File: config.mk
export PLATFORM = sky130hd
export DESIGN_NAME = pred_select
export DESIGN_NICKNAME = d
export VERILOG_FILES = /design/src/logic/bpu_pkg.sv /design/src/logic/pred_select.sv
export SDC_FILE = /design/constraint.sdc
export NUM_CORES = 1
export LEC_CHECK = 0
export BUFFER_PORTS_ARGS = -buffer_cell sky130_fd_sc_hd__clkbuf_2
export CORE_ASPECT_RATIO = 0.9
export CORE_MARGIN = 2
export CORE_UTILIZATION = 45
export DETAILED_ROUTE_END_ITERATION = 8
export GPL_TIMING_DRIVEN = 1
export MAX_ROUTING_LAYER = met4
export PLACE_DENSITY = 0.75
export RECOVER_POWER = 100
export SLEW_MARGIN = 20
export SYNTH_ARGS = -nofsm -noshare
export SYNTH_HDL_FRONTEND = slang
export SYNTH_SLANG_ARGS = --single-unit
File: constraint.sdc
create_clock -name vclk -period 7.8
set_clock_uncertainty 0.2 [all_clocks]
set_input_delay 0.78 -clock vclk [all_inputs]
set_output_delay 0.78 -clock vclk [all_outputs]
set_load 0.005 [all_outputs]
File: src/logic/bpu_pkg.sv
package bpu_pkg;

    // widths
    localparam int XLEN       = 32;
    localparam int HIST_W     = 16;

    // direction tables
    localparam int BIM_ENTRIES = 512;
    localparam int BIM_IDX_W   = $clog2(BIM_ENTRIES);
    localparam int TAG_ENTRIES = 256;            // per tagged table
    localparam int TAG_IDX_W   = $clog2(TAG_ENTRIES);
    localparam int TAG_W       = 10;
    localparam int PART_TAG_W  = 6;              // only the top bits take part in a match

    // target buffer
    localparam int BTB_ENTRIES = 256;
    localparam int BTB_IDX_W   = $clog2(BTB_ENTRIES);
    localparam int BTB_TAG_W   = 22;

    // stack pointer is one bit wider than the index so a full count fits
    localparam int RAS_DEPTH  = 32;
    localparam int RAS_IDX_W  = $clog2(RAS_DEPTH);
    localparam int RAS_PTR_W  = 6;

    // 2-bit saturating counter states
    localparam logic [1:0] CTR_INIT     = 2'b01;
    localparam logic [1:0] CTR_ALLOC_T  = 2'b10;
    localparam logic [1:0] CTR_ALLOC_N  = 2'b01;
    localparam logic [1:0] CTR_STRONG_T = 2'b11;
    localparam logic [1:0] CTR_STRONG_N = 2'b00;

    // rv32 opcodes and link registers
    localparam logic [6:0] OP_BRANCH = 7'b1100011;
    localparam logic [6:0] OP_JAL    = 7'b1101111;
    localparam logic [6:0] OP_JALR   = 7'b1100111;
    localparam logic [4:0] REG_ZERO  = 5'd0;
    localparam logic [4:0] REG_RA    = 5'd1;
    localparam logic [4:0] REG_T0    = 5'd5;  // alternate link register

    typedef enum logic [1:0] {
        PROV_BIM = 2'd0,
        PROV_T0  = 2'd1,
        PROV_T1  = 2'd2
    } provider_e;

    // conditional branch layout
    typedef struct packed {
        logic       imm12;
        logic [5:0] imm10_5;
        logic [4:0] rs2;
        logic [4:0] rs1;
        logic [2:0] funct3;
        logic [3:0] imm4_1;
        logic       imm11;
        logic [6:0] opcode;
    } b_fmt_s;

    // jal layout
    typedef struct packed {
        logic       imm20;
        logic [9:0] imm10_1;
        logic       imm11;
        logic [7:0] imm19_12;
        logic [4:0] rd;
        logic [6:0] opcode;
    } j_fmt_s;

    typedef union packed {
        b_fmt_s b;
        j_fmt_s j;
    } inst_word_u;

    typedef struct packed {
        logic            is_branch;
        logic            is_jal;
        logic            is_jalr;
        logic            is_ret;
        logic [XLEN-1:0] b_offset;
        logic [XLEN-1:0] j_offset;
    } inst_class_s;

    // resolved branch coming back from execute
    typedef struct packed {
        logic              valid;
        logic              taken;
        logic              correct;
        logic [XLEN-1:0]   pc;
        logic [HIST_W-1:0] history;   // history seen at prediction time
        provider_e         provider;
        logic [XLEN-1:0]   target;
        logic              is_ret;
    } ex_fb_s;

    typedef struct packed {
        logic      taken;
        provider_e provider;
    } dir_pred_s;

    typedef struct packed {
        logic            hit;
        logic [XLEN-1:0] target;
    } btb_look_s;

    typedef struct packed {
        logic            nonempty;
        logic [XLEN-1:0] top;
    } ras_top_s;

endpackage

File: src/logic/pred_select.sv
`timescale 1ns/1ps

module pred_select (
    input  logic [bpu_pkg::XLEN-1:0] pc_i,
    input  bpu_pkg::inst_class_s     cls_i,
    input  bpu_pkg::dir_pred_s       dir_i,
    input  bpu_pkg::btb_look_s       btb_i,
    input  bpu_pkg::ras_top_s        ras_i,
    output logic                     branch_or_not_o,
    output logic [bpu_pkg::XLEN-1:0] pdt_pc_o,
    output logic                     pdt_res_o
);
    import bpu_pkg::*;

    logic [XLEN-1:0] seq_pc;

    assign seq_pc = pc_i + XLEN'(4);

    always_comb begin
        branch_or_not_o = cls_i.is_branch || cls_i.is_jal || cls_i.is_jalr;
        pdt_pc_o        = seq_pc;
        pdt_res_o       = 1'b0;

        if (cls_i.is_ret) begin
            // empty stack leaves the ret as not taken
            if (ras_i.nonempty) begin
                pdt_res_o = 1'b1;
                pdt_pc_o  = ras_i.top;
            end
        end else if (cls_i.is_jal) begin
            pdt_res_o = 1'b1;
            pdt_pc_o  = btb_i.hit ? btb_i.target : pc_i + cls_i.j_offset;
        end else if (cls_i.is_branch || cls_i.is_jalr) begin
            pdt_res_o = dir_i.taken;
            if (dir_i.taken) begin
                if (btb_i.hit)
                    pdt_pc_o = btb_i.target;
                else if (cls_i.is_branch)
                    pdt_pc_o = pc_i + cls_i.b_offset;   // jalr without btb stays at pc+4
            end
        end
    end

endmodule

* After elaboration in Yosys (flattened, before gate mapping)
Cells that the tools add are included.
Word-level totals: flip-flop bits (word level) 0, bits of input ports 169
Cells by class: add/subtract/negate cells 3, multiplexer cells 12, reductions and logical operators 3
Operators by type and width (number):
- 32-bit two-way mux | 8
- 32-bit adder | 2
- 32-bit by 3-bit adder with 32-bit output (second input constant) | 1
- 1-bit two-way mux | 4
- 1-bit logical OR | 3

* Longest topological paths before layout
word-level depth 7, depth in mapped cells 12, gate-level depth less buffers 12

* Least setup slack after synthesis
Ideal clock, no wire load.
path type input to output, from in pc_i[0] (netlist name), to out pdt_pc_o[18] (netlist name), arrival time 3.120 ns, path slack 3.700 ns, stages 11, path buffers 0, cells stage by stage ha_1 > fa_1 > a211oi_1 > o21ai_1 > or4b_4 > o21ai_0 > nand2b_1 > a31oi_1 > xor2_1 > o211ai_1 > or3_1
On the way: cells in the longest elaborated chain, start to end 7, elaborated cells on any way between the ends 11
RTL lines:
- start: declaration | RTL line pred_select.sv:4 | input logic [bpu_pkg::XLEN-1:0] pc_i,
- 32-bit by 3-bit adder with 32-bit output / 32-bit adder (equally long branches) | RTL line pred_select.sv:17, pred_select.sv:39
- 32-bit two-way mux | RTL line pred_select.sv:38 | else if (cls_i.is_branch)
- 32-bit two-way mux | RTL line pred_select.sv:36 | if (btb_i.hit)
- 32-bit two-way mux | RTL line pred_select.sv:35 | if (dir_i.taken) begin
- 32-bit two-way mux | RTL line pred_select.sv:33 | end else if (cls_i.is_branch || cls_i.is_jalr) begin
- 32-bit two-way mux | RTL line pred_select.sv:30 | end else if (cls_i.is_jal) begin
- 32-bit two-way mux * | RTL line pred_select.sv:24 | if (cls_i.is_ret) begin
- end: declaration | RTL line pred_select.sv:10 | output logic [bpu_pkg::XLEN-1:0] pdt_pc_o,
Mark *: on every way between the ends. The rest lies on a longest branch, timed or not.

* Worst setup path after layout
Same ends and word-level chain as after synthesis.

==> results_dict.tcl <==
set metrics [dict create \
    synth_area_sq_mm 0.00530 \
    pin_count 203 \
    routabilityCongestion 0.984 \
    seq_area_frac_synth_pct 0 \
    row_count 37 \
    mappedNetlistNets 1038 \
    top_usage_layer "met2" \
    final_common_cell "clkbuf_2" \
    yosys-top-cells-area "ha_1, o21ai_0, a21oi_1, nand2_1, xnor2_1" \
    drtIter0Drc 785 \
    violations "max-capacitance violations, max-slew violations" \
    min_path_type "input port to output port" \
    grt_util_met1_pct 47.1 \
    p_leak_nw 2.99 \
    cts-resized-gates 0 \
    maxCapViolCount 1 \
    synth.distinct_cells 70 \
    fin_cells 1133 \
    arrival_ns 4.37 \
    end_kind "output port" \
    status "finished, violations left" \
    crit_fanout 5 \
    slew_viol_final 10 \
    seq_power_share_pct 0 \
    final-seq-area_sq_um 0 \
    post-place-cells 1133 \
    fmax_mhz 187 \
    clkPwrFrac_pct 0 \
    worstSetupStartpointType "input port" \
    swShare_pct 58.4 \
    area_growth_pct 20.3 \
    initial_core_util_pct 46.2 \
    n_sequential_cell 0 \
    power.internal_mw 0.200 \
    drc 0 \
    fin_nets 1213 \
    grt_max_degree 52 \
    grt_pass1_vias 6358 \
    grt.overflow.total 0 \
    power_density_mw_per_mm2 75.3 \
    post-cts-setup-buffers 0 \
    routed_wl_mm 21.3 \
    wl_per_cell_um 18.8 \
    synth_cells 804 \
    worstMarginPinSlew_ns 1.56 \
    num_vias 7093 \
    combPwrFrac_pct 100.0 \
    timing.final.ws_setup_ns 2.45 \
    final_core_util_pct 55.5 \
    final_cell_mix "clkbuf_2, nand2_1, o21ai_0" \
    drive_above_1_share_pct 22.1 \
    hold_buffers 0 \
    synth_top_area_share_pct 14.9 \
    viasPerCell 6.26 \
    coreArea_sq_mm 0.0115 \
    grt_usage_pct 32.9 \
    irDropWorstVdd_v 0.0000283 \
    maxSlewHeadroom_pct -4.91 \
    die-width_um 118 \
    die_area_sq_mm 0.0127 \
    yosysWarnings 0 \
    post-dp-hpwl_mm 17.1 \
    antenna_found_initial 0 \
    fin_setup_tns_ns 0 \
    finalHoldViolCount 0 \
    port_buffers 201 \
    drtPass1Iterations 6 \
    fillCellCount 1247 \
    n_antenna_cell 0 \
    pre_cts_slack_ns 2.74 \
    die_y_um 107 \
    use_met3_pct 3.46 \
    detail-route-antenna-nets 0 \
    grt_pass1_wl_mm 32.9 \
    total_power_mw 0.480 \
    fin_crit_ns 5.35 \
    worstSetupPathType "input port to output port" \
    grtUsageMet2_pct 49.5 \
    setup_viol 0 \
    synth_top_area_cell "ha_1" \
    syn_avg_cell_area_sq_um 6.59 \
    nClkBuffers 0 \
    p_switching_mw 0.280 \
    rsz0062_at_grt "false" \
    worstPathRequired_ns 6.82 \
    fin_crit_sh_pct 68.6 \
]
-- final cells by class --
class / instances / area, sq um / share of cell area [%]
repair buffers: 204 / 1010 / 15.8
well taps: 156 / 195 / 3.06
multi-input cells: 750 / 5090 / 79.8
inverters: 23 / 86.3 / 1.35
-- worst paths after layout --
path,startpoint,end,slack (ns),cells past startpoint
hold / removal,cls_i[65],branch_or_not_o,1.67,3
setup / recovery,pc_i[0],pdt_pc_o[18],2.45,14
-- power groups by stage --
stage                     Sequential [mW]  Clock [mW]  Combinational [mW]
after floorplan                         0           0               0.311
after global placement                  0           0               0.468
after detailed placement                0           0               0.470
after CTS                               0           0               0.473
after global routing                    0           0               0.525
final                                   0           0               0.480
-- Yosys cell counts (all sizes together) (10+ instances only) --
cell type / count
a211oi: 10
a21o: 29
a21oi: 74
a221oi: 11
and3: 14
clkbuf: 28
ha: 63
inv: 23
mux2i: 14
nand2: 93
nand2b: 16
nand3: 30
nand4: 12
nor2: 54
nor3: 19
o211ai: 19
o21ai: 95
xnor2: 35
xor2: 32
-- worst max-delay path, cell delays in order --
cell	delay, ns
clkbuf_1	0.19
ha_1	0.27
inv_1	0.08
fa_1	0.40
nand2b_1	0.18
a21oi_1	0.32
o41ai_1	0.24
a21boi_0	0.41
o21ai_0	0.18
a21boi_0	0.42
o21ai_0	0.18
and4_1	0.23
or3_1	0.37
clkbuf_2	0.13
-- cells by family (layout without fill, tap and decap cells) --
group	after synthesis	after routing	share of synthesized area [%]
AND/OR/NAND/NOR	273	273	24.9
multiplexers	20	20	3.92
adder cells (fa/ha/maj)	65	65	15.6
AO/OA/AOI/OAI	325	325	40.7
XOR/XNOR	67	67	11.1
buffers and inverters	54	227	3.85
-- routing by layer --
metal / share of wire [%] / up-vias
met5: 0 / -
met4: 2.8 / 0
met3: 9.8 / 53
met2: 42 / 433
met1: 45 / 3188
li1: - / 3419
-- metrics by stage --
stage	cell area, sq um	hold slack (ns)
2_1_floorplan	5300	1.45
3_3_place_gp	6410	1.66
3_5_place_dp	6410	1.67
4_1_cts	6410	1.67
5_1_grt	6380	1.70
6_report	6380	1.67
(Power assumes the default switching activity.)
