## src/logic/bpu_pkg.sv

```systemverilog
package bpu_pkg;

    // widths
    localparam int XLEN       = 32;
    localparam int HIST_W     = 16;

    // direction tables
    localparam int BIM_ENTRIES = 512;
    localparam int BIM_IDX_W   = $clog2(BIM_ENTRIES);
    localparam int TAG_ENTRIES = 256;            // per tagged table
    localparam int TAG_IDX_W   = $clog2(TAG_ENTRIES);
    localparam int TAG_W       = 10;
    localparam int PART_TAG_W  = 6;              // only the top bits take part in a match

    // target buffer
    localparam int BTB_ENTRIES = 256;
    localparam int BTB_IDX_W   = $clog2(BTB_ENTRIES);
    localparam int BTB_TAG_W   = 22;

    // stack pointer is one bit wider than the index so a full count fits
    localparam int RAS_DEPTH  = 32;
    localparam int RAS_IDX_W  = $clog2(RAS_DEPTH);
    localparam int RAS_PTR_W  = 6;

    // 2-bit saturating counter states
    localparam logic [1:0] CTR_INIT     = 2'b01;
    localparam logic [1:0] CTR_ALLOC_T  = 2'b10;
    localparam logic [1:0] CTR_ALLOC_N  = 2'b01;
    localparam logic [1:0] CTR_STRONG_T = 2'b11;
    localparam logic [1:0] CTR_STRONG_N = 2'b00;

    // rv32 opcodes and link registers
    localparam logic [6:0] OP_BRANCH = 7'b1100011;
    localparam logic [6:0] OP_JAL    = 7'b1101111;
    localparam logic [6:0] OP_JALR   = 7'b1100111;
    localparam logic [4:0] REG_ZERO  = 5'd0;
    localparam logic [4:0] REG_RA    = 5'd1;
    localparam logic [4:0] REG_T0    = 5'd5;  // alternate link register

    typedef enum logic [1:0] {
        PROV_BIM = 2'd0,
        PROV_T0  = 2'd1,
        PROV_T1  = 2'd2
    } provider_e;

    // conditional branch layout
    typedef struct packed {
        logic       imm12;
        logic [5:0] imm10_5;
        logic [4:0] rs2;
        logic [4:0] rs1;
        logic [2:0] funct3;
        logic [3:0] imm4_1;
        logic       imm11;
        logic [6:0] opcode;
    } b_fmt_s;

    // jal layout
    typedef struct packed {
        logic       imm20;
        logic [9:0] imm10_1;
        logic       imm11;
        logic [7:0] imm19_12;
        logic [4:0] rd;
        logic [6:0] opcode;
    } j_fmt_s;

    typedef union packed {
        b_fmt_s b;
        j_fmt_s j;
    } inst_word_u;

    typedef struct packed {
        logic            is_branch;
        logic            is_jal;
        logic            is_jalr;
        logic            is_ret;
        logic [XLEN-1:0] b_offset;
        logic [XLEN-1:0] j_offset;
    } inst_class_s;

    // resolved branch coming back from execute
    typedef struct packed {
        logic              valid;
        logic              taken;
        logic              correct;
        logic [XLEN-1:0]   pc;
        logic [HIST_W-1:0] history;   // history seen at prediction time
        provider_e         provider;
        logic [XLEN-1:0]   target;
        logic              is_ret;
    } ex_fb_s;

    typedef struct packed {
        logic      taken;
        provider_e provider;
    } dir_pred_s;

    typedef struct packed {
        logic            hit;
        logic [XLEN-1:0] target;
    } btb_look_s;

    typedef struct packed {
        logic            nonempty;
        logic [XLEN-1:0] top;
    } ras_top_s;

endpackage

```

## src/logic/return_stack.sv

```systemverilog
`timescale 1ns/1ps

module return_stack (
    input  logic                     clk,
    input  logic                     rst,
    input  logic                     push_i,
    input  logic [bpu_pkg::XLEN-1:0] push_data_i,
    input  logic                     pop_i,
    output bpu_pkg::ras_top_s        top_o
);
    import bpu_pkg::*;

    logic [XLEN-1:0]      stack [RAS_DEPTH];
    logic [RAS_PTR_W-1:0] sp;        // next free slot
    logic [RAS_PTR_W-1:0] sp_pop;    // pointer after this cycle's pop
    logic [RAS_IDX_W-1:0] top_idx;
    logic                 push_ok;

    assign top_idx        = RAS_IDX_W'(sp - RAS_PTR_W'(1));
    assign top_o.nonempty = (sp != '0);
    assign top_o.top      = stack[top_idx];

    always_comb begin
        sp_pop = sp;
        if (pop_i && sp != '0)
            sp_pop = sp - RAS_PTR_W'(1);   // pop on empty stack is ignored
    end

    // push lands on the slot freed by a same-cycle pop
    assign push_ok = push_i && (sp_pop < RAS_PTR_W'(RAS_DEPTH));

    always_ff @(posedge clk or posedge rst) begin
        if (rst) begin
            sp <= '0;
            for (int i = 0; i < RAS_DEPTH; i++)
                stack[i] <= '0;
        end else begin
            if (push_ok)
                stack[sp_pop[RAS_IDX_W-1:0]] <= push_data_i;
            sp <= push_ok ? sp_pop + RAS_PTR_W'(1) : sp_pop;  // full stack drops the push
        end
    end

endmodule

```

## config.mk

```make
export PLATFORM = sky130hd
export DESIGN_NAME = return_stack
export DESIGN_NICKNAME = d
export VERILOG_FILES = /design/src/logic/bpu_pkg.sv /design/src/logic/return_stack.sv
export SDC_FILE = /design/constraint.sdc
export NUM_CORES = 2
export LEC_CHECK = 0
export BUFFER_PORTS_ARGS = -buffer_cell sky130_fd_sc_hd__buf_2
export CELL_PAD_IN_SITES_DETAIL_PLACEMENT = 1
export CELL_PAD_IN_SITES_GLOBAL_PLACEMENT = 2
export CORE_MARGIN = 4
export CORE_UTILIZATION = 40
export DETAILED_ROUTE_END_ITERATION = 6
export MAX_ROUTING_LAYER = met4
export PLACE_DENSITY_LB_ADDON = 0.1
export RECOVER_POWER = 25
export SETUP_SLACK_MARGIN = 0.02
export SYNTH_ARGS = -nofsm -noshare
export SYNTH_HDL_FRONTEND = slang
export SYNTH_SLANG_ARGS = --single-unit
```

## constraint.sdc

```tcl
create_clock -name clk -period 85.1 [get_ports clk]
set_input_delay 4.255 -clock clk [delete_from_list [all_inputs] [get_ports clk]]
set_output_delay 4.255 -clock clk [all_outputs]
set_load 0.005 [all_outputs]
```

Yosys cells after proc, flatten, opt, wreduce, memory -nomap -nowiden

Cells that the tools add are included.

Bits in registers: 1030
Input bits: 36
Output and inout port bits: 33
Logic and storage cells: 53

Add/subtract/negate cells: 2
Magnitude comparators: 4
Mux-type cells: 8
Bitwise operators: 2
Reductions and logical operators: 4

Operator list:

| cell                                                        | number |
|---|---|
| bitwise mux 1024 bit                                        | 1 |
| binary-select mux 32 bit (select 5 bit)                     | 1 |
| demux 32 bit (select 5 bit)                                 | 1 |
| two-way mux 32 bit                                          | 3 |
| greater-or-equal comparator 6 bit (second input constant)   | 2 |
| two-way mux 6 bit                                           | 2 |
| NOT 5 -> 6 bit                                              | 2 |
| adder 6 x 1 -> 6 bit (second input constant)                | 1 |
| less-than comparator 6 x 1 -> 1 bit (second input constant) | 1 |
| less-than comparator 6 bit (second input constant)          | 1 |
| nonzero test 6 bit                                          | 1 |
| subtractor 6 x 1 -> 6 bit (second input constant)           | 1 |
| logical AND 1 bit                                           | 3 |

Longest topological paths before layout

Depth after elaboration: 9
Gate-level depth with buffers: 16
Gate-level depth less buffers: 11

Worst setup path before layout

Ideal clock, no wire load.

Path kind: reg2out
From: reg sp[0]
To: out top_o[13] (netlist bit)
Data arrival time: 3.134 ns
Required time: 80.845 ns
Setup slack: 77.711 ns
Stages on the path, launching flop included: 14
Path buffers: 6
Cells stage by stage: dfrtp_1 -> buf_2 -> clkbuf_1 -> buf_1 -> inv_1 -> ha_1 -> clkbuf_1 -> clkbuf_1 -> clkbuf_1 -> mux4_2 -> nor2_1 -> nor2_1 -> o22ai_1 -> nor2_1

RTL lines:

| element                | line               | source |
|---|---|---|
| start, declared        | return_stack.sv:14 | `logic [RAS_PTR_W-1:0] sp;` |
| start signal, assigned | return_stack.sv:40 | `sp <= push_ok ? sp_pop + RAS_PTR_W'(1) : sp_pop;` |
| end, declared          | return_stack.sv:9  | `output bpu_pkg::ras_top_s top_o` |

==> qor.yml <==
routing:
  vias_per_cell: 5.75
  drt_iter0_drc: 1546
  ant_nets: 0
  drc_errors: 0
  post_drt_wl_per_cell_um: 30.3
  num_vias: 27000
  firstDrtPassIters: 5
  wl_um: 142000
layout:
  mostFrequentLayoutCells: "dfrtp_1, mux2_2, mux4_2"
  layout.nets: 3100
  layout-drive-gt1-share: 0.498
  fin_util: 0.449
  final_common_cell: "dfrtp_1"
  area_delta_synth_final_pct: 11.7
pwr:
  p_leak_nw: 23.7
  p_switching_mw: 0.804
  ir_drop_mv: 0.0400
  p_seq_frac: 0.353
  p_int_mw: 1.45
  share_comb_of_total_power: 0.420
  power.density_nw_per_um2: 42.5
  clock_power_share: 0.228
  p_sw_frac: 0.357
logic_synthesis:
  syn_area_per_cell_um2: 15.3
  mappedNetlistArea_um2: 47400
  syn_nets: 3138
  yosysUniqueCellTypes: 43
  synth-async-reset-ratio: 1.00
  yosysSeqAreaShare: 0.544
  synth_area_leaders: "dfrtp_1, mux2_2, mux4_2"
  yosys_warnings: 0
  yosysTopAreaCell: "dfrtp_1"
  synth_edf_count: 0
  synthCells: 3097
  synth_top_cell_area_share: 0.544
  synth_flop_cell: "dfrtp_1"
  yosys_register_bits: 1030
sta:
  finalCritPeriodShare: 0.204
  finalMaxSlewViolations: 603
  max_freq_ghz: 0.0577
  tightest_slew_ps: 9910
  period_needed_ps: 17330
  relSlewSlack: -5.61
  finalHoldViolations: 0
  fin_tns_setup_ps: 0
  fin_skew_ps: 28.9
  final-setup-viol-count: 0
  grt_setup_unrepaired: "no"
worst_setup_path:
  cp_slowest_cell: "clkbuf_1"
  slowest_delay_ps: 7080
  crit_type: "primary input to async pin"
  required_ps: 81960
  cp.arrival_ps: 14190
  cp-start-kind: "primary input"
  endpoint_kind: "async pin"
  path_cells: "buf_2 > clkinvlp_2 > clkbuf_1"
  crit_fanout: 185
clock_tree:
  clockBufferDepth: 3
  clk_latency_ps: 720
  tritoncts: "done"
  htreeDepth: 3
  post_cts.repair.setup_buffers: 0
  cts_resized: 0
  postCtsHoldBufs: 0
  cts-root-buf: "clkbuf_16"
  clkSinkCount: 1030
  cts_made_buffers: 116
  clk_pin_slew_worst_paths_ps: 70
place:
  io_buffers: 68
  gp_congestion: 0.721
  post-dp-hpwl_um: 77200
run_status:
  status: "finished with violations"
  violations: "capacitance limit, slew limit"
floorplan:
  die_y_um: 352
  coreArea_um2: 118000
  initial_core_util: 0.402
  rows: 126
  die_area_um2: 124000
  io_pins: 69
  die_x_um: 352
grt:
  grt_pass1_wl_um: 212000
  antenna_found_initial: 8
  grt.overflow.total: 0
  grt_pass1_vias: 30600
  grt_max_degree: 186
  grtUsageTotal: 0.237
hold_path:
  hold_class: "register to register"
run:
  cap_violations: 8
cells by family (layout without fill, tap and decap cells):
logic type / count (synthesis) / count (layout) / synth area share
fa+ha+maj: 5 / 5 / 0.00132
flops: 1030 / 1030 / 0.544
compound gates: 79 / 79 / 0.0135
other cells: 0 / 7 / 0
simple gates: 358 / 358 / 0.0373
buf+inv: 301 / 357 / 0.0297
xor+xnor: 7 / 7 / 0.00129
mux: 1317 / 1317 / 0.373
state kept, by name, indices dropped and copies added (netlist names):
name   flops
sp         6
stack   1024
power by group through the flow:
stage | clock, mW | combinational (mW) | sequential, mW
3_5_place_dp | 0 | 0.962 | 0.802
4_1_cts | 0.526 | 0.966 | 0.794
6_report | 0.512 | 0.945 | 0.794
2_1_floorplan | 0 | 0.677 | 0.761
5_1_grt | 0.547 | 1.02 | 0.817
3_3_place_gp | 0 | 0.947 | 0.784
metal layers:
| metal | vias up | track usage | routed length [µm] |
|---|---|---|---|
| met1 | 15100 | 0.312 | 63200 |
| li1 | 11300 | - | - |
| met5 | - | - | 0 |
| met2 | 425 | 0.393 | 70900 |
| met3 | 221 | 0.0290 | 4160 |
| met4 | 0 | 0.0621 | 3990 |
synthesized netlist by cell type (all sizes together) (5+ instances only):
cell type / number
a32o: 32
buf: 137
clkbuf: 158
dfrtp: 1030
ha: 5
inv: 6
mux2: 1026
mux2i: 35
mux4: 256
nand2: 70
nor2: 231
nor3: 27
nor4: 8
o22ai: 33
final timing paths:
check | slack (ps) | start | to | cells after the start
worst max-delay path | 67770 | rst | sp[0]$_DFF_PP0_ | 3
worst min-delay path | 480 | stack[832]$_DFFE_PP0P_ | stack[832]$_DFFE_PP0P_ | 1
worst max register to register | 78380 | sp[0]$_DFF_PP0_ | stack[927]$_DFFE_PP0P_ | 6
worst min register to register | 480 | stack[832]$_DFFE_PP0P_ | stack[832]$_DFFE_PP0P_ | 1
max in group clk | 74980 | sp[0]$_DFF_PP0_ | top_o[26] | 10
min in group asynchronous | 5030 | rst | stack[923]$_DFFE_PP0P_ | 2
critical path, delay by kind of cell:
family / cells / cell delay, ps
buffers and inverters: 3 / 9860
through the flow:
| step | setup slack (ps) | cell area (µm²) | power [mW] | hold WS [ps] | cells |
|---|---|---|---|---|---|
| after floorplan | 51860 | 47400 | 1.44 | 452 | 3097 |
| after global placement | 75580 | 49100 | 1.73 | 462 | 4477 |
| after detailed placement | 75570 | 49100 | 1.76 | 471 | 4477 |
| after CTS | 74780 | 53000 | 2.29 | 484 | 4689 |
| after global routing | 64730 | 53000 | 2.38 | 500 | 4694 |
| final | 67770 | 53000 | 2.25 | 481 | 4696 |
cell type report:
class | count | area [µm²]
Clock inverter | 33 | 425
Sequential cell | 1030 | 25800
Multi-Input combinational cell | 1766 | 20400
Inverter | 6 | 23.8
Clock buffer | 179 | 3470
Tap cell | 1536 | 1920
Timing Repair Buffer | 139 | 900
Antenna cell | 7 | 17.5
Fill cell | 11400 | 65000
Power figures use the tool's default switching activity.
