**src/logic/bpu_pkg.sv**
```systemverilog
package bpu_pkg;

    // widths
    localparam int XLEN       = 32;
    localparam int HIST_W     = 16;

    // direction tables
    localparam int BIM_ENTRIES = 512;
    localparam int BIM_IDX_W   = $clog2(BIM_ENTRIES);
    localparam int TAG_ENTRIES = 256;            // per tagged table
    localparam int TAG_IDX_W   = $clog2(TAG_ENTRIES);
    localparam int TAG_W       = 10;
    localparam int PART_TAG_W  = 6;              // only the top bits take part in a match

    // target buffer
    localparam int BTB_ENTRIES = 256;
    localparam int BTB_IDX_W   = $clog2(BTB_ENTRIES);
    localparam int BTB_TAG_W   = 22;

    // stack pointer is one bit wider than the index so a full count fits
    localparam int RAS_DEPTH  = 32;
    localparam int RAS_IDX_W  = $clog2(RAS_DEPTH);
    localparam int RAS_PTR_W  = 6;

    // 2-bit saturating counter states
    localparam logic [1:0] CTR_INIT     = 2'b01;
    localparam logic [1:0] CTR_ALLOC_T  = 2'b10;
    localparam logic [1:0] CTR_ALLOC_N  = 2'b01;
    localparam logic [1:0] CTR_STRONG_T = 2'b11;
    localparam logic [1:0] CTR_STRONG_N = 2'b00;

    // rv32 opcodes and link registers
    localparam logic [6:0] OP_BRANCH = 7'b1100011;
    localparam logic [6:0] OP_JAL    = 7'b1101111;
    localparam logic [6:0] OP_JALR   = 7'b1100111;
    localparam logic [4:0] REG_ZERO  = 5'd0;
    localparam logic [4:0] REG_RA    = 5'd1;
    localparam logic [4:0] REG_T0    = 5'd5;  // alternate link register

    typedef enum logic [1:0] {
        PROV_BIM = 2'd0,
        PROV_T0  = 2'd1,
        PROV_T1  = 2'd2
    } provider_e;

    // conditional branch layout
    typedef struct packed {
        logic       imm12;
        logic [5:0] imm10_5;
        logic [4:0] rs2;
        logic [4:0] rs1;
        logic [2:0] funct3;
        logic [3:0] imm4_1;
        logic       imm11;
        logic [6:0] opcode;
    } b_fmt_s;

    // jal layout
    typedef struct packed {
        logic       imm20;
        logic [9:0] imm10_1;
        logic       imm11;
        logic [7:0] imm19_12;
        logic [4:0] rd;
        logic [6:0] opcode;
    } j_fmt_s;

    typedef union packed {
        b_fmt_s b;
        j_fmt_s j;
    } inst_word_u;

    typedef struct packed {
        logic            is_branch;
        logic            is_jal;
        logic            is_jalr;
        logic            is_ret;
        logic [XLEN-1:0] b_offset;
        logic [XLEN-1:0] j_offset;
    } inst_class_s;

    // resolved branch coming back from execute
    typedef struct packed {
        logic              valid;
        logic              taken;
        logic              correct;
        logic [XLEN-1:0]   pc;
        logic [HIST_W-1:0] history;   // history seen at prediction time
        provider_e         provider;
        logic [XLEN-1:0]   target;
        logic              is_ret;
    } ex_fb_s;

    typedef struct packed {
        logic      taken;
        provider_e provider;
    } dir_pred_s;

    typedef struct packed {
        logic            hit;
        logic [XLEN-1:0] target;
    } btb_look_s;

    typedef struct packed {
        logic            nonempty;
        logic [XLEN-1:0] top;
    } ras_top_s;

endpackage

```
**src/logic/inst_decoder.sv**
```systemverilog
`timescale 1ns/1ps

module inst_decoder (
    input  bpu_pkg::inst_word_u  inst_i,
    output bpu_pkg::inst_class_s cls_o
);
    import bpu_pkg::*;

    logic link_rs1;
    logic rd_zero;

    // b view gives rs1, j view gives rd
    assign link_rs1 = (inst_i.b.rs1 == REG_RA) || (inst_i.b.rs1 == REG_T0);
    assign rd_zero  = (inst_i.j.rd == REG_ZERO);

    always_comb begin
        cls_o.is_branch = (inst_i.b.opcode == OP_BRANCH);
        cls_o.is_jal    = (inst_i.j.opcode == OP_JAL);
        cls_o.is_jalr   = (inst_i.b.opcode == OP_JALR);
        cls_o.is_ret    = cls_o.is_jalr && link_rs1 && rd_zero;

        // sign-extended immediates, bit 0 always zero
        cls_o.b_offset = {{20{inst_i.b.imm12}},
                          inst_i.b.imm11,
                          inst_i.b.imm10_5,
                          inst_i.b.imm4_1,
                          1'b0};
        cls_o.j_offset = {{12{inst_i.j.imm20}},
                          inst_i.j.imm19_12,
                          inst_i.j.imm11,
                          inst_i.j.imm10_1,
                          1'b0};
    end

endmodule

```
**config.mk**
```make
export PLATFORM = sky130hd
export DESIGN_NAME = inst_decoder
export DESIGN_NICKNAME = d
export VERILOG_FILES = /design/src/logic/bpu_pkg.sv /design/src/logic/inst_decoder.sv
export SDC_FILE = /design/constraint.sdc
export NUM_CORES = 1
export LEC_CHECK = 0
export BUFFER_PORTS_ARGS = -buffer_cell sky130_fd_sc_hd__buf_2
export CAP_MARGIN = 5
export CORE_MARGIN = 2
export CORE_UTILIZATION = 30
export DETAILED_ROUTE_END_ITERATION = 8
export PLACE_DENSITY = 0.87
export SYNTH_ARGS = -nofsm -noshare
export SYNTH_HDL_FRONTEND = slang
export SYNTH_SLANG_ARGS = --single-unit
```
**constraint.sdc**
```tcl
create_clock -name vclk -period 2
set_input_delay 0.4 -clock vclk [all_inputs]
set_output_delay 0.4 -clock vclk [all_outputs]
set_load 0.01 [all_outputs]
```
# Word-level counts from Yosys, hierarchy flattened
# Cells that the tools add are included.
# totals
latchBits	0
ramBits	0
romBits	0
ff_bits	0
in_bits	32
output_inout_bits	68
mem_count	0
# classes
order_cmp	0
n_mul	0
n_shift	0
mux	0
eq_ne	5
bitwise	0
reduce_logical	4
n_addsub	0
div	0
# ops
op	n
$eq 7x7->1 const B	3
$eq 5x1->1 const B	1
$eq 5x3->1 const B	1
$logic_not 5->1	1
$logic_and 1x1->1	2
$logic_or 1x1->1	1

# Depth between registers and ports, before layout
# Gate-level depths: netlist of run 1.
# depth
ltp_word	4
mapped_depth	3

# Least setup slack after synthesis of run 1
# No wires, ideal clock.
# synth_timing
path_kind	input-to-output
start	input inst_i[7] (netlist bit)
end	output cls_o[64] (netlist bit)
path_stages	3
t_arrival_ps	1224
required_ps	1600
setup_slack_ps	376
cell_sequence	or4_1 nor3_1 and3_1
# synth_lines
element	line	rtl
start: declaration	inst_decoder.sv:4	input bpu_pkg::inst_word_u inst_i,
end: declaration	inst_decoder.sv:5	output bpu_pkg::inst_class_s cls_o

==> results of run 1 <==
[placed cells by master (no fill, tap or decap), drive strengths merged]
| master | count |
|---|---|
| nor2b | 1 |
| nor3 | 2 |
| conb | 2 |
| buf | 29 |
| nand2 | 2 |
| and3 | 1 |
| or4 | 1 |
| and2 | 1 |
| inv | 1 |
| nor4 | 2 |
| nand3 | 1 |
[worst max-delay path, stage by stage]
cell    delay [ns]
buf_2         0.10
or4_1         0.51
nor3_1        0.13
and3_1        0.16
buf_2         0.12
[area by class of cell]
| class | count | area (um2) | area share [%] |
|---|---|---|---|
| Multi-Input combinational cell | 13 | 68.8 | 27.6 |
| Inverter | 1 | 3.75 | 1.51 |
| Tap cell | 25 | 31.3 | 12.6 |
| Timing Repair Buffer | 29 | 145 | 58.3 |
[per-layer routing]
layer	global-route usage, %	vias up
met1	5.29	92
met4	1.67	0
li1	-	106
met5	0	-
met3	5.00	4
met2	3.84	13
[where the power goes]
| part | switching [W] | internal, W | leakage (nW) | total, W |
|---|---|---|---|---|
| clock | 0 | 0 | 0 | 0 |
| sequential | 0 | 0 | 0 | 0 |
| combinational | 0.0000190 | 0.0000191 | 0.152 | 0.0000381 |
[through the flow]
stage               setup WS [ns]  area, um2
floorplan                   0.376        553
global placement            0.180        249
detailed placement          0.171        249
CTS                         0.171        249
global route                0.116        249
finish                      0.170        249
[logic make-up (layout without fill, tap and decap cells)]
family | count (synthesis) | count (layout) | synth area share [%]
other | 1 | 2 | 0.683
AND/OR/NAND/NOR | 11 | 11 | 11.2
buffers and inverters | 65 | 30 | 88.2
[worst paths after layout]
kind                  startpoint   endpoint  slack, ns  depth (start not counted)
worst max-delay path   inst_i[7]  cls_o[64]       0.17                          5
worst min-delay path  inst_i[20]  cls_o[11]       0.80                          0
==> metrics, run 1 <==
status finished, final reports clean; Fmax achieved 546 MHz; final hold vios 0; WL met1 198 um; worst path arrival time 1.43 ns; metal3 WL 132 um; die width 46.8 um; power consumption 0.0000381 W; Top Metal Used met4; Starting Density 31.8%; Post-CTS Setup Inserts 0; area growth from synthesis to layout -54.7%; Iter 0 DRT Violations 2; Final Non-Filler Cells 68; Min-Delay Path Class input pin to output port; row cnt 15; Leak 0.152 nW; register area 0 um2; Avg Vias per Cell 3.16; cells after synthesis 77; crit path launch type input pin; period utilization 91.5%; Pre-antenna DRT Iters 2; Port Buffer Count 29; n_diodes 0; WL met2 343 um; critical path class input pin to output port; first-pass GRT wire length 690 um; Post-Route WL 682 um; post-route setup TNS 0 ns; IO Count 100; maximum VDD drop 0.0454 mV; Synth Area per Inst 7.13 um2; Synth area leaders buf_4 (87%), nor4_1 (2.3%), nor3_1 (1.8%); DRC 0; routability congestion estimate 0.456; Core ar. 0.00173 mm2; initial antenna violation count 0; Seq cells 0; CP endpoint kind output port; placed cells 68; Resized cells post-CTS 0; final net count 77; Setup Viol. Count Final 0; residual overflow from global routing 0; Syn Std Cell Area 549 um2; Netlist cell types 11; height of the die 46.8 um; count leader, synth buf_4; Tot GR Track Use 4.14%; Slew Limit Fails 0; yosys warns 0; Die Footprint 0.00219 mm2; Worst Path Max Fanout 2; Synth top cells by count buf_4 (64), nand2_1 (2), nor3_1 (2), nor4_1 (2); CP Data Required Time 1.60 ns; hold_ws 0.800 ns; register area share after synthesis 0%; vias in the first global route 135; share of cells above drive strength 1 67.4%; via count 215; largest net degree at the start of global routing 33; P per Cell Area 153 mW/mm2; number of clock buffers in the layout 0; DR WL/cell 10.0 um; CTS Hold Bufs 0; Final ANT Viol Nets 0; post-layout min period 1.83 ns; post-synth top area cell buf_4; post-layout util 14.4%; post-synth top area share 87.5%; Max-Cap Viols 0; fillers 212; RSZ-0062 raised after global routing no
Power figures use the tool's default switching activity.
==> run 2, diff against run 1 <==
--- a/config.mk
+++ b/config.mk
@@ -7,10 +7,11 @@
 export LEC_CHECK = 0
 export BUFFER_PORTS_ARGS = -buffer_cell sky130_fd_sc_hd__buf_2
 export CAP_MARGIN = 5
-export CORE_MARGIN = 2
-export CORE_UTILIZATION = 30
+export CELL_PAD_IN_SITES_DETAIL_PLACEMENT = 0
+export CELL_PAD_IN_SITES_GLOBAL_PLACEMENT = 1
+export CORE_UTILIZATION = 16
 export DETAILED_ROUTE_END_ITERATION = 8
-export PLACE_DENSITY = 0.87
+export PLACE_DENSITY = 0.84
 export SYNTH_ARGS = -nofsm -noshare
 export SYNTH_HDL_FRONTEND = slang
 export SYNTH_SLANG_ARGS = --single-unit
==> run 2 against run 1 <==
Against the previous run: via count is 0.93% higher; non-clock buffer count stayed put; flip-flop and latch count stayed put; setup slack better by 0.024 ns; worst hold slack stayed put; combinational power is 2% lower; die area is 68% higher; largest cell class unchanged; largest power group unchanged; highest routed layer is now met3.
==> metrics, run 2 (synthesis gave the netlist of run 1 again) <==
CTS Hold Bufs 0 (unchanged); DRC 0 (unchanged); commonest non-fill, non-tap cell in the layout buf_2; Port Buffer Count 29 (unchanged); multi-input combinational cell area 68.8 um2 (unchanged); Finished Cell Area 273 um2 (+9.5%); initial antenna violation count 0 (unchanged); Tot GR Track Use 2.43% (-1.7 points); first-pass GRT wire length 703 um (+1.9%); Fmax achieved 554 MHz (+1.3%); Slew Limit Fails 0 (unchanged); row cnt 20 (+5); post-layout min period 1.81 ns (-0.0238 ns); Max-Cap Viols 0 (unchanged); share of cells above drive strength 1 67.4% (unchanged); final hold vios 0 (unchanged); post-layout util 8.65% (-5.8 points); period utilization 90.3% (-1.2 points); most used cell along the critical path buf_2; status finished, final reports clean; Area after DPL 273 um2 (+9.5%); residual overflow from global routing 0 (unchanged); maximum VDD drop 0.0195 mV (-57%); crit path launch type input pin; P per Cell Area 137 mW/mm2 (-10%); n_diodes 0 (unchanged); area growth from synthesis to layout -50.3%; register area 0 um2 (unchanged); routability congestion estimate 0.486 (+6.4%); via count 217 (+0.93%); Min-Delay Path Class input pin to output port; Iter 0 DRT Violations 0 (-2); CP delay by family, top simple AND/OR/NAND/NOR gates; worst path bufs/invs 2 (unchanged); Core ar. 0.00315 mm2 (+83%); Seq cells 0 (unchanged); Starting Density 17.4% (-14 points); DR WL/cell 6.99 um (-30%); Leak 0.152 nW (unchanged); die width 60.6 um (+29%); Post-Route WL 608 um (-11%); RSZ-0062 raised after global routing no; post-route setup TNS 0 ns (unchanged); height of the die 60.6 um (+29%); Avg Vias per Cell 2.49 (-21%); DP HPWL 548 um; final net count 77 (unchanged); Setup Viol. Count Final 0 (unchanged); CP endpoint kind output port; number of clock buffers in the layout 0 (unchanged); Pre-antenna DRT Iters 1 (-1); Place WS 0.181 ns (+0.0104 ns); critical path class input pin to output port; largest net degree at the start of global routing 33 (unchanged); Worst Path Max Fanout 2 (unchanged); Slowest-stage cell, CP or4_1; Resized cells post-CTS 0 (unchanged); vias in the first global route 138 (+2.2%); worst stage delay on the critical path 0.50 ns (about the same); Die Footprint 0.00367 mm2 (+68%); commonest cells after routing, fill and taps aside buf_2 (29), nor4_1 (2), nand2_1 (2), nor3_1 (2), conb_1 (2); worst path arrival time 1.41 ns (-0.02 ns); IO Count 100 (unchanged); Final ANT Viol Nets 0 (unchanged); Post-CTS Setup Inserts 0 (unchanged); final setup margin 0.194 ns (+0.0238 ns); Critical Path, Cell by Cell buf_2 > or4_1 > nor3_1 > and3_1 > buf_2; CP Data Required Time 1.60 ns (about the same); fillers 392 (+85%)
## run 2: final timing paths
kind	start	endpoint	slack [ns]	cells past startpoint
max	inst_i[7]	cls_o[64]	0.19	5
min	inst_i[13]	cls_o[13]	0.80	0
## run 2: power breakdown
group / total, W / switching, W / internal (W)
logic: 0.0000374 / 0.0000183 / 0.0000191
registers: 0 / 0 / 0
clock network: 0 / 0 / 0
total: 0.0000374 / 0.0000183 / 0.0000191
## run 2: routing by layer
metal	GRT usage (%)	part of all wire, %	vias to the layer above
met2	3.30	56	21
met5	0	0	-
met4	1.30	0	0
met1	2.68	27	88
met3	1.92	16	0
li1	-	-	108
## run 2: layout make-up
| type | count | area share, % |
|---|---|---|
| multi-input combinational | 13 | 25.2 |
| inverter | 1 | 1.38 |
| timing repair buffer | 29 | 53.2 |
| tap | 44 | 20.2 |
## run 2: stage by stage
step | power (W) | cells | hold slack (ns)
2_1_floorplan | 0.000136 | 78 | 0.846
4_1_cts | 0.0000378 | 87 | 0.800
3_3_place_gp | 0.0000378 | 87 | 0.800
6_report | 0.0000374 | 87 | 0.800
3_5_place_dp | 0.0000377 | 87 | 0.800
5_1_grt | 0.0000430 | 87 | 0.800
==> run 3, diff against run 2 <==
--- a/config.mk
+++ b/config.mk
@@ -9,6 +9,7 @@
 export CAP_MARGIN = 5
 export CELL_PAD_IN_SITES_DETAIL_PLACEMENT = 0
 export CELL_PAD_IN_SITES_GLOBAL_PLACEMENT = 1
+export CORE_MARGIN = 5
 export CORE_UTILIZATION = 16
 export DETAILED_ROUTE_END_ITERATION = 8
 export PLACE_DENSITY = 0.84
==> run 3 against run 2 <==
Against the previous run: critical path depth did not move; power rose by 1.2%; die area rose by 28%; final cell count rose by 2.3%; combinational power rose by 1%; design area rose by 0.92%; critical endpoint unchanged; largest cell class unchanged.
==> metrics, run 3 (synthesis gave the netlist of run 1 again) <==
Die Footprint 0.00470 mm2 (+28%); post-layout min period 1.80 ns (-0.00775 ns); hold_ws 0.800 ns (unchanged); Port Buffer Count 29 (unchanged); post-route setup TNS 0 ns (unchanged); number of clock buffers in the layout 0 (unchanged); power consumption 0.0000378 W (+1.2%); commonest non-fill, non-tap cell in the layout buf_2; largest net degree at the start of global routing 33 (unchanged); residual overflow from global routing 0 (unchanged); Slew Limit Fails 0 (unchanged); period utilization 89.9% (-0.39 points); maximum VDD drop 0.0124 mV (-36%); vias in the first global route 149 (+8.0%); commonest cells after routing, fill and taps aside buf_2 (29), nor4_1 (2), nand2_1 (2), nor3_1 (2), conb_1 (2); Tot GR Track Use 1.78% (-0.65 points); final hold vios 0 (unchanged); Min-Delay Path Class input pin to output port; Pre-antenna DRT Iters 2 (+1); Seq cells 0 (unchanged); routability congestion estimate 0.545 (+12%); n_diodes 0 (unchanged); Max-Cap Viols 0 (unchanged); CP Data Required Time 1.60 ns (about the same); initial antenna violation count 0 (unchanged); Worst Path Max Fanout 2 (unchanged); P per Cell Area 137 mW/mm2 (+0.32%); Leak 0.152 nW (unchanged); die width 68.6 um (+13%); RSZ-0062 raised after global routing no; Iter 0 DRT Violations 7 (+7); Post-Route WL 692 um (+14%); DRC 0 (unchanged); CTS Hold Bufs 0 (unchanged); Fmax achieved 556 MHz (+0.43%); area growth from synthesis to layout -49.9%; DR WL/cell 7.78 um (+11%); first-pass GRT wire length 710 um (+1.0%); worst path arrival time 1.40 ns (about the same); CP endpoint kind output port; register area 0 um2 (unchanged); Avg Vias per Cell 2.52 (+0.91%); Setup Viol. Count Final 0 (unchanged); via count 224 (+3.2%); Final ANT Viol Nets 0 (unchanged); status finished, final reports clean; final net count 77 (unchanged); IO Count 100 (unchanged); Starting Density 16.5% (-0.96 points); Core ar. 0.00334 mm2 (+5.8%); row cnt 21 (+5.0%); height of the die 68.6 um (+13%); share of cells above drive strength 1 67.4% (unchanged); crit path launch type input pin; critical path class input pin to output port; Post-CTS Setup Inserts 0 (unchanged); Resized cells post-CTS 0 (unchanged)
[run 3: cell counts in the layout (fill, tap and decap cells not counted)]
Identical to the previous run, type by type.
[run 3: final timing paths]
| kind | from | to | slack [ns] | depth (start not counted) |
|---|---|---|---|---|
| max | inst_i[7] | cls_o[64] | 0.20 | 5 |
| min | inst_i[13] | cls_o[13] | 0.80 | 0 |
[run 3: per-stage QoR]
step,worst slack [ns],instances,area [um2],utilization (%)
after floorplan,0.376,78,553,-
after global placement,0.201,89,275,8.25
after detailed placement,0.195,89,275,8.25
after CTS,0.194,89,275,8.25
after global routing,0.158,89,275,8.25
final,0.201,89,275,8.25
[run 3: layout make-up]
type                       count  area (um2)
inverter                       1        3.75
timing repair buffer          29         145
fill                         402        3060
multi-input combinational     13        68.8
tap                           46        57.6
[run 3: critical path: stages]
cell	delay, ns
buf_2	0.10
or4_1	0.50
nor3_1	0.12
and3_1	0.16
buf_2	0.12
[run 3: power breakdown]
group / total [W] / switching [W] / internal, W
logic: 0.0000378 / 0.0000187 / 0.0000191
clock network: 0 / 0 / 0
registers: 0 / 0 / 0
[run 3: metal layers]
layer	part of all wire [%]	routed length [um]	track usage, %	vias to the layer above
met5	0	0	0	-
met4	0	0	0.744	0
met3	15	107	1.13	0
met2	57	394	2.86	25
met1	28	191	1.83	92
li1	-	-	-	107
